### src/verilog/ray_pkg.sv
`default_nettype none

package ray_pkg;

	// signed fixed point with one word per component
	typedef logic signed [15:0] coord_t;

	typedef struct packed {
		coord_t x;
		coord_t y;
		coord_t z;
	} vec3_t;

	// row-major index with row 0 at the top of the screen
	typedef logic [14:0] pixel_id_t;

	typedef struct packed {
		vec3_t origin;
		vec3_t dir;
		pixel_id_t pixel_id;
	} ray_t;

	// one tile of the Morton walk
	localparam int TILE_COLS = 20;
	localparam int TILE_ROWS = 15;

	typedef enum logic {
		IDLE,
		ACTIVE
	} walker_state_e;

endpackage

`default_nettype wire
### src/verilog/pixel_stream_if.sv
`timescale 1ns/10ps
`default_nettype none

interface pixel_stream_if;

	logic valid;
	logic stall;
	logic [9:0] col;
	logic [9:0] row;
	ray_pkg::pixel_id_t pixel_id;
	logic [2:0] scale;

	// a pixel moves on an edge with valid high and stall low
	modport producer (
		output valid, col, row, pixel_id, scale,
		input stall
	);

	modport consumer (
		input valid, col, row, pixel_id, scale,
		output stall
	);

endinterface

`default_nettype wire

### src/verilog/ray_dir_pipe.sv
`timescale 1ns/10ps
`default_nettype none

module ray_dir_pipe #(
	parameter int DIR_STAGES = 3,
	parameter int FIFO_DEPTH = 16
) (
	input logic clk,
	input logic rst,
	pixel_stream_if.consumer px,
	input ray_pkg::vec3_t E,
	input ray_pkg::vec3_t U,
	input ray_pkg::vec3_t V,
	input ray_pkg::vec3_t W,
	input logic [$clog2(FIFO_DEPTH+1)-1:0] fifo_count,
	output logic wr_en,
	output ray_pkg::ray_t ray
);

	localparam int CW = $clog2(FIFO_DEPTH + 1);
	localparam int XS = DIR_STAGES - 3;
	localparam logic [CW:0] CREDIT_LIMIT = (CW+1)'(FIFO_DEPTH - 1);

	logic accept;
	logic [9:0] half_cols;
	logic [9:0] half_rows;
	logic signed [31:0] off_x;
	logic signed [31:0] off_y;
	logic [CW-1:0] in_flight;
	logic [CW:0] committed;

	logic s1_valid;
	ray_pkg::pixel_id_t s1_pid;
	logic [2:0] s1_scale;
	logic signed [31:0] s1_ux, s1_uy, s1_uz;
	logic signed [31:0] s1_vx, s1_vy, s1_vz;

	logic signed [31:0] sum_x, sum_y, sum_z;
	logic s2_valid;
	ray_pkg::pixel_id_t s2_pid;
	ray_pkg::coord_t s2_dx, s2_dy, s2_dz;

	ray_pkg::ray_t out_ray [XS+1];
	logic [XS:0] out_valid;

	assign accept = px.valid && !px.stall;

	// offsets from the screen centre
	assign half_cols = (10'(ray_pkg::TILE_COLS) << px.scale) >> 1;
	assign half_rows = (10'(ray_pkg::TILE_ROWS) << px.scale) >> 1;
	assign off_x = $signed({22'd0, px.col}) - $signed({22'd0, half_cols});
	assign off_y = $signed({22'd0, half_rows}) - $signed({22'd0, px.row});

	always_ff @(posedge clk or posedge rst) begin
		if (rst) begin
			s1_valid <= 1'b0;
			s2_valid <= 1'b0;
		end else begin
			s1_valid <= accept;
			s2_valid <= s1_valid;
		end
	end

	always_ff @(posedge clk) begin
		s1_pid <= px.pixel_id;
		s1_scale <= px.scale;
		s1_ux <= off_x * U.x;
		s1_uy <= off_x * U.y;
		s1_uz <= off_x * U.z;
		s1_vx <= off_y * V.x;
		s1_vy <= off_y * V.y;
		s1_vz <= off_y * V.z;
	end

	// pixel pitch is a shift by the scale
	assign sum_x = (s1_ux + s1_vx) >>> s1_scale;
	assign sum_y = (s1_uy + s1_vy) >>> s1_scale;
	assign sum_z = (s1_uz + s1_vz) >>> s1_scale;

	always_ff @(posedge clk) begin
		s2_pid <= s1_pid;
		s2_dx <= sum_x[15:0];
		s2_dy <= sum_y[15:0];
		s2_dz <= sum_z[15:0];
	end

	// low 16 bits of the 32-bit sum
	always_ff @(posedge clk) begin
		out_ray[0].origin <= E;
		out_ray[0].dir.x <= s2_dx + W.x;
		out_ray[0].dir.y <= s2_dy + W.y;
		out_ray[0].dir.z <= s2_dz + W.z;
		out_ray[0].pixel_id <= s2_pid;
		for (int i = 1; i <= XS; i++) begin
			out_ray[i] <= out_ray[i-1];
		end
	end

	always_ff @(posedge clk or posedge rst) begin
		if (rst) begin
			out_valid <= '0;
		end else begin
			out_valid[0] <= s2_valid;
			for (int i = 1; i <= XS; i++) begin
				out_valid[i] <= out_valid[i-1];
			end
		end
	end

	assign wr_en = out_valid[XS];
	assign ray = out_ray[XS];

	always_ff @(posedge clk or posedge rst) begin
		if (rst) begin
			in_flight <= '0;
		end else if (accept && !wr_en) begin
			in_flight <= in_flight + 1'b1;
		end else if (!accept && wr_en) begin
			in_flight <= in_flight - 1'b1;
		end
	end

	// hold the walker when one more ray could overfill the queue
	assign committed = {1'b0, in_flight} + {1'b0, fifo_count};
	assign px.stall = (committed >= CREDIT_LIMIT);

endmodule

`default_nettype wire

### src/verilog/ray_fifo.sv
`timescale 1ns/10ps
`default_nettype none

module ray_fifo #(
	parameter int FIFO_DEPTH = 16
) (
	input logic clk,
	input logic rst,
	input logic wr_en,
	input logic rd_en,
	input ray_pkg::ray_t din,
	output ray_pkg::ray_t dout,
	output logic empty,
	output logic [$clog2(FIFO_DEPTH+1)-1:0] count
);

	localparam int AW = (FIFO_DEPTH > 1) ? $clog2(FIFO_DEPTH) : 1;
	localparam int CW = $clog2(FIFO_DEPTH + 1);

	ray_pkg::ray_t mem [FIFO_DEPTH];
	logic [AW-1:0] wr_ptr;
	logic [AW-1:0] rd_ptr;
	logic do_wr;
	logic do_rd;

	function automatic logic [AW-1:0] next_ptr(input logic [AW-1:0] p);
		return (p == AW'(FIFO_DEPTH - 1)) ? '0 : p + 1'b1;
	endfunction

	assign empty = (count == '0);
	assign do_wr = wr_en && (count != CW'(FIFO_DEPTH));
	assign do_rd = rd_en && !empty;

	// head word is visible while not empty
	assign dout = mem[rd_ptr];

	always_ff @(posedge clk) begin
		if (do_wr) begin
			mem[wr_ptr] <= din;
		end
	end

	always_ff @(posedge clk or posedge rst) begin
		if (rst) begin
			wr_ptr <= '0;
			rd_ptr <= '0;
			count <= '0;
		end else begin
			if (do_wr) begin
				wr_ptr <= next_ptr(wr_ptr);
			end
			if (do_rd) begin
				rd_ptr <= next_ptr(rd_ptr);
			end
			case ({do_wr, do_rd})
				2'b10: count <= count + 1'b1;
				2'b01: count <= count - 1'b1;
				default: count <= count;
			endcase
		end
	end

endmodule

`default_nettype wire

### src/verilog/ray_gen_top.sv
`timescale 1ns/10ps
`default_nettype none

module ray_gen_top #(
	parameter int MAX_SCALE = 3,
	parameter int DIR_STAGES = 3,
	parameter int FIFO_DEPTH = 16
) (
	input logic clk,
	input logic rst,
	input logic start,
	input logic [5:0] keys,
	input ray_pkg::vec3_t E,
	input ray_pkg::vec3_t U,
	input ray_pkg::vec3_t V,
	input ray_pkg::vec3_t W,
	input logic ray_stall,
	output logic ray_valid,
	output ray_pkg::ray_t ray_data,
	output logic [2:0] scale,
	output logic busy
);

	localparam int CW = $clog2(FIFO_DEPTH + 1);

	logic wr_en;
	logic rd_en;
	logic fifo_empty;
	logic [CW-1:0] fifo_count;
	ray_pkg::ray_t pipe_ray;

	pixel_stream_if px_if ();

	ray_pixel_walker #(
		.MAX_SCALE(MAX_SCALE)
	) walker (
		.clk(clk),
		.rst(rst),
		.start(start),
		.keys(keys),
		.scale(scale),
		.busy(busy),
		.px(px_if.producer)
	);

	ray_dir_pipe #(
		.DIR_STAGES(DIR_STAGES),
		.FIFO_DEPTH(FIFO_DEPTH)
	) dir_pipe (
		.clk(clk),
		.rst(rst),
		.px(px_if.consumer),
		.E(E),
		.U(U),
		.V(V),
		.W(W),
		.fifo_count(fifo_count),
		.wr_en(wr_en),
		.ray(pipe_ray)
	);

	ray_fifo #(
		.FIFO_DEPTH(FIFO_DEPTH)
	) queue (
		.clk(clk),
		.rst(rst),
		.wr_en(wr_en),
		.rd_en(rd_en),
		.din(pipe_ray),
		.dout(ray_data),
		.empty(fifo_empty),
		.count(fifo_count)
	);

	// shader side pops whenever it is not stalling
	assign ray_valid = !fifo_empty;
	assign rd_en = ray_valid && !ray_stall;

endmodule

`default_nettype wire

### src/verilog/ray_pixel_walker.sv
`timescale 1ns/10ps
`default_nettype none

module ray_pixel_walker #(
	parameter int MAX_SCALE = 3
) (
	input logic clk,
	input logic rst,
	input logic start,
	input logic [5:0] keys,
	output logic [2:0] scale,
	output logic busy,
	pixel_stream_if.producer px
);

	localparam int TW = 2 * MAX_SCALE + 1;
	localparam int SW = MAX_SCALE + 1;
	localparam logic [4:0] COL_LAST = 5'(ray_pkg::TILE_COLS - 1);
	localparam logic [3:0] ROW_LAST = 4'(ray_pkg::TILE_ROWS - 1);

	ray_pkg::walker_state_e state;
	logic [2:0] scale_q;
	logic [TW-1:0] tile;
	logic [TW-1:0] last_tile;
	logic [4:0] in_col;
	logic [3:0] in_row;
	logic [SW-1:0] tile_x;
	logic [SW-1:0] tile_y;
	logic [9:0] cols;
	logic [9:0] top_tile;
	logic [9:0] col;
	logic [9:0] row;
	logic [19:0] pid_full;
	logic accept;
	logic tile_done;
	logic frame_done;
	logic key_one_hot;
	logic key_ok;
	logic [2:0] key_idx;

	// only a single key in range selects a scale
	always_comb begin
		key_idx = 3'd0;
		for (int i = 0; i < 6; i++) begin
			if (keys[i]) begin
				key_idx = 3'(i);
			end
		end
	end

	assign key_one_hot = (keys != 6'd0) && ((keys & (keys - 6'd1)) == 6'd0);
	assign key_ok = key_one_hot && (int'(key_idx) <= MAX_SCALE);

	// even bits of the tile counter give x, odd bits give y
	always_comb begin
		tile_x = '0;
		tile_y = '0;
		for (int i = 0; i < MAX_SCALE; i++) begin
			tile_x[i] = tile[2*i];
			tile_y[i] = tile[2*i+1];
		end
	end

	assign cols = 10'(ray_pkg::TILE_COLS) << scale_q;
	assign top_tile = (10'd1 << scale_q) - 10'd1;
	assign last_tile = TW'((32'd1 << (2 * scale_q)) - 32'd1);

	// tile y counts up from the bottom, rows count down from the top
	assign col = 10'(tile_x) * 10'(ray_pkg::TILE_COLS) + 10'(in_col);
	assign row = (top_tile - 10'(tile_y)) * 10'(ray_pkg::TILE_ROWS) + 10'(in_row);
	assign pid_full = {10'd0, row} * {10'd0, cols} + {10'd0, col};

	assign tile_done = (in_col == COL_LAST) && (in_row == ROW_LAST);
	assign frame_done = tile_done && (tile == last_tile);

	assign px.valid = (state == ray_pkg::ACTIVE);
	assign px.col = col;
	assign px.row = row;
	assign px.pixel_id = pid_full[14:0];
	assign px.scale = scale_q;
	assign accept = px.valid && !px.stall;

	assign busy = (state == ray_pkg::ACTIVE);
	assign scale = scale_q;

	always_ff @(posedge clk or posedge rst) begin
		if (rst) begin
			state <= ray_pkg::IDLE;
		end else begin
			case (state)
				ray_pkg::IDLE: begin
					if (start) begin
						state <= ray_pkg::ACTIVE;
					end
				end
				ray_pkg::ACTIVE: begin
					if (accept && frame_done) begin
						state <= ray_pkg::IDLE;
					end
				end
				default: state <= ray_pkg::IDLE;
			endcase
		end
	end

	always_ff @(posedge clk or posedge rst) begin
		if (rst) begin
			scale_q <= 3'(MAX_SCALE);
		end else if (state == ray_pkg::IDLE && key_ok) begin
			scale_q <= key_idx;
		end
	end

	// walk left to right, then next row, then next tile
	always_ff @(posedge clk or posedge rst) begin
		if (rst) begin
			tile <= '0;
			in_col <= '0;
			in_row <= '0;
		end else if (accept) begin
			if (in_col == COL_LAST) begin
				in_col <= '0;
				if (in_row == ROW_LAST) begin
					in_row <= '0;
					tile <= frame_done ? '0 : tile + 1'b1;
				end else begin
					in_row <= in_row + 1'b1;
				end
			end else begin
				in_col <= in_col + 1'b1;
			end
		end
	end

endmodule

`default_nettype wire

### config.mk
export PLATFORM = sky130hd
export DESIGN_NAME = ray_gen_top
export DESIGN_NICKNAME = d
export VERILOG_FILES = /design/src/verilog/ray_pkg.sv /design/src/verilog/pixel_stream_if.sv /design/src/verilog/ray_dir_pipe.sv /design/src/verilog/ray_fifo.sv /design/src/verilog/ray_gen_top.sv /design/src/verilog/ray_pixel_walker.sv
export SDC_FILE = /design/constraint.sdc
export NUM_CORES = 2
export LEC_CHECK = 0
export BUFFER_PORTS_ARGS = -buffer_cell sky130_fd_sc_hd__buf_2
export CAP_MARGIN = 20
export CORE_ASPECT_RATIO = 2
export CORE_MARGIN = 2
export CORE_UTILIZATION = 50
export DETAILED_ROUTE_END_ITERATION = 10
export GPL_ROUTABILITY_DRIVEN = 1
export GPL_TIMING_DRIVEN = 0
export PLACE_DENSITY = 0.72
export RECOVER_POWER = 100
export SYNTH_ARGS = -nofsm -noshare
export SYNTH_HDL_FRONTEND = slang
export SYNTH_SLANG_ARGS = --single-unit
### constraint.sdc
create_clock -name clk -period 33.6 [get_ports clk]
set_input_delay 6.72 -clock clk [delete_from_list [all_inputs] [get_ports clk]]
set_output_delay 6.72 -clock clk [all_outputs]
set_load 0.03 [all_outputs]
==> flow_summary.toml <==
[critical_path]
cp-end-kind = "flip-flop"
arrival_ns = 15.73
r2r.worst_path.cells = 40
crit_fanout = 10
cp_slowest_cell = "xor2_1"
worst_path_most_repeated_cell = "fa_1"
start_kind = "flip-flop"
cp.required_ns = 34.23
max_stage_delay_ns = 0.92
worstSetupPathType = "flip-flop to flip-flop"

[detailed_routing]
route.detailed.drc = 0
via_per_inst = 5.86
ant_nets = 0
vias = 72946
drtPass1Iterations = 7
wirelength_mm = 357
drt_iter0_markers = 5862
wire_per_inst_um = 28.7

[cts]
htreeDepth = 4
clk_latency_ns = 0.85
cts-root-buf = "clkbuf_16"
cts_buffers = 183
cts_resized = 0
hold_buffers = 0
cts_tree = "done"
clkSlewWorstSetupHoldPaths_ns = 0.07
cts_setup_buffers = 0
cts_sinks = 2147
cts_max_path_buffers = 4

[synthesis]
synth_seq_area_share = 0.506
syn_avg_cell_area_um2 = 14.4
async_flop_share = 0.0191
ys_ff_latch = 2147
syn_nets = 10015
syn_inst = 8387
ys_warn_count = 0
synth_area_mm2 = 0.120
ys_types = 87
synth_ff_type = "edfxtp_1"
synth_edf_count = 1776

[sta]
setup_viol = 0
fin_skew_ns = 0.0735
relSlewSlack = -0.664
worst_pin_slew_ns = 2.49
post-route-period-util = 0.449
tns_ns = 0
max_freq_mhz = 66.2
period_needed_ns = 15.10
maxSlewViolCount = 1087
grt_setup_unrepaired = "no"
finalHoldViolCount = 0

[die]
die_x_um = 351
rows = 254
dieHeight_um = 698
start_util = 0.503
ios = 318
coreArea_mm2 = 0.239
die_area_mm2 = 0.245

[cells_and_area]
post-route-cell-area_mm2 = 0.133
syn_to_final_growth_pct = 10.8
fin_nets = 10721
layout-drive-gt1-share = 0.129

[hold_path]
hp-class = "flip-flop to flip-flop"
holdPathStages = 0

[placement]
port_buffers = 311
place_area_mm2 = 0.129
globalplace.congestion = 0.957
hpwl_mm = 272

[flow_run]
cap_viol_max_count = 55

[global_routing]
grt_pass1_vias = 77728
antenna_found_initial = 40
gr-usage-all-layers = 0.294
grt_pass1_wl_mm = 514
grt_max_degree = 32
grt-ovfl-total = 0

[status]
violations = "max-capacitance violations, max-slew violations"
status = "finished with violations"
## per-stage QoR
| step | setup WS, ns | utilization | hold slack, ns | std cells |
|---|---|---|---|---|
| after floorplan | 21.95 | - | 0.310 | 8387 |
| after global placement | 13.58 | 0.526 | 0.311 | 11898 |
| after detailed placement | 19.63 | 0.540 | 0.312 | 12089 |
| after CTS | 19.55 | 0.566 | 0.275 | 12415 |
| after global routing | 18.12 | 0.557 | 0.276 | 12443 |
| final | 18.50 | 0.557 | 0.271 | 12457 |
## cell families after synthesis
group | after synthesis | share of synthesized area
flops | 2147 | 0.506
simple gates | 1788 | 0.0743
fa+ha+maj | 1426 | 0.204
buf+inv | 1416 | 0.0443
mux | 648 | 0.112
compound gates | 619 | 0.0329
xor+xnor | 343 | 0.0262
## critical path, delay by kind of cell, from the launching register on
family	cells	cell delay (ns)
adders and majority gates	13	5.75
and+or+nand+nor	7	1.02
buffers and inverters	7	2.07
AOI/OAI and AO/OA	8	1.94
xor gates and xnor gates	5	3.17
DFF	1	0.91
## flip-flops by register name, indices dropped and copies added (netlist names), 5 cells and up
signal,count
queue.mem,1776
dir_pipe.out_ray,111
dir_pipe.s1_ux,23
dir_pipe.s1_uy,23
dir_pipe.s1_uz,23
dir_pipe.s1_vx,23
dir_pipe.s1_vy,23
dir_pipe.s1_vz,23
dir_pipe.s2_dx,16
dir_pipe.s2_dy,16
dir_pipe.s2_dz,16
dir_pipe.s1_pid,15
dir_pipe.s2_pid,15
walker.tile,7
dir_pipe.in_flight,5
queue.count,5
walker.in_col,5
## cell usage after synthesis, drive strengths merged, types with 63 or more instances
| cell type | instances | area share |
|---|---|---|
| o21ai | 152 | 0.0063 |
| xnor2 | 263 | 0.019 |
| nor2 | 315 | 0.0098 |
| nor2b | 140 | 0.0073 |
| or2 | 63 | 0.0033 |
| fa | 887 | 0.15 |
| mux4 | 558 | 0.10 |
| ha | 539 | 0.056 |
| and2 | 482 | 0.025 |
| dfxtp | 330 | 0.055 |
| nor3 | 70 | 0.0030 |
| clkbuf | 302 | 0.0094 |
| a21oi | 175 | 0.0073 |
| edfxtp | 1776 | 0.44 |
| inv | 1054 | 0.033 |
| nand2 | 553 | 0.017 |
| xor2 | 72 | 0.0054 |
## placed cells by master (no fill, tap or decap), types with 258 or more instances in the layout
cell type / n
inv_1: 1052
and2_1: 458
xnor2_1: 258
dfxtp_1: 330
fa_1: 887
nand2_1: 553
ha_1: 539
clkbuf_1: 633
edfxtp_1: 1776
nor2_1: 314
mux4_2: 558
## final timing paths
kind,startpoint,end,slack [ns]
max in group asynchronous,rst,queue.rd_ptr[1]$_DFFE_PP0P_,25.09
max reg2reg,walker.px.scale[0]$_DFFE_PP1P_,dir_pipe.s1_vz[21]$_DFF_P_,18.50
min reg2reg,dir_pipe.s2_pid[9]$_DFF_P_,dir_pipe.out_ray[0][9]$_DFF_P_,0.27
min in group asynchronous,rst,queue.count[0]$_DFFE_PP0P_,5.85
min,dir_pipe.s2_pid[9]$_DFF_P_,dir_pipe.out_ray[0][9]$_DFF_P_,0.27
max,walker.px.scale[0]$_DFFE_PP1P_,dir_pipe.s1_vz[21]$_DFF_P_,18.50
## cell type report
| class | instances | area [um^2] |
|---|---|---|
| clock buffer | 234 | 5040 |
| multi-input combinational | 4824 | 54100 |
| buffer | 360 | 1360 |
| tap | 3200 | 4000 |
| clock inverter | 92 | 997 |
| timing repair buffer | 521 | 2890 |
| fill | 18919 | 106000 |
| sequential | 2147 | 61000 |
| inverter | 1056 | 3960 |
| antenna | 23 | 57.6 |
## layer usage
metal,up-vias,global-route usage,wire [um]
li1,30643,-,-
met1,37685,0.309,114000
met2,3508,0.518,183000
met3,1088,0.0439,23900
met4,22,0.235,35800
met5,-,0,144
Power is not shown: default switching activity piles up to over one toggle a cycle in this logic, so the estimate is an artifact.
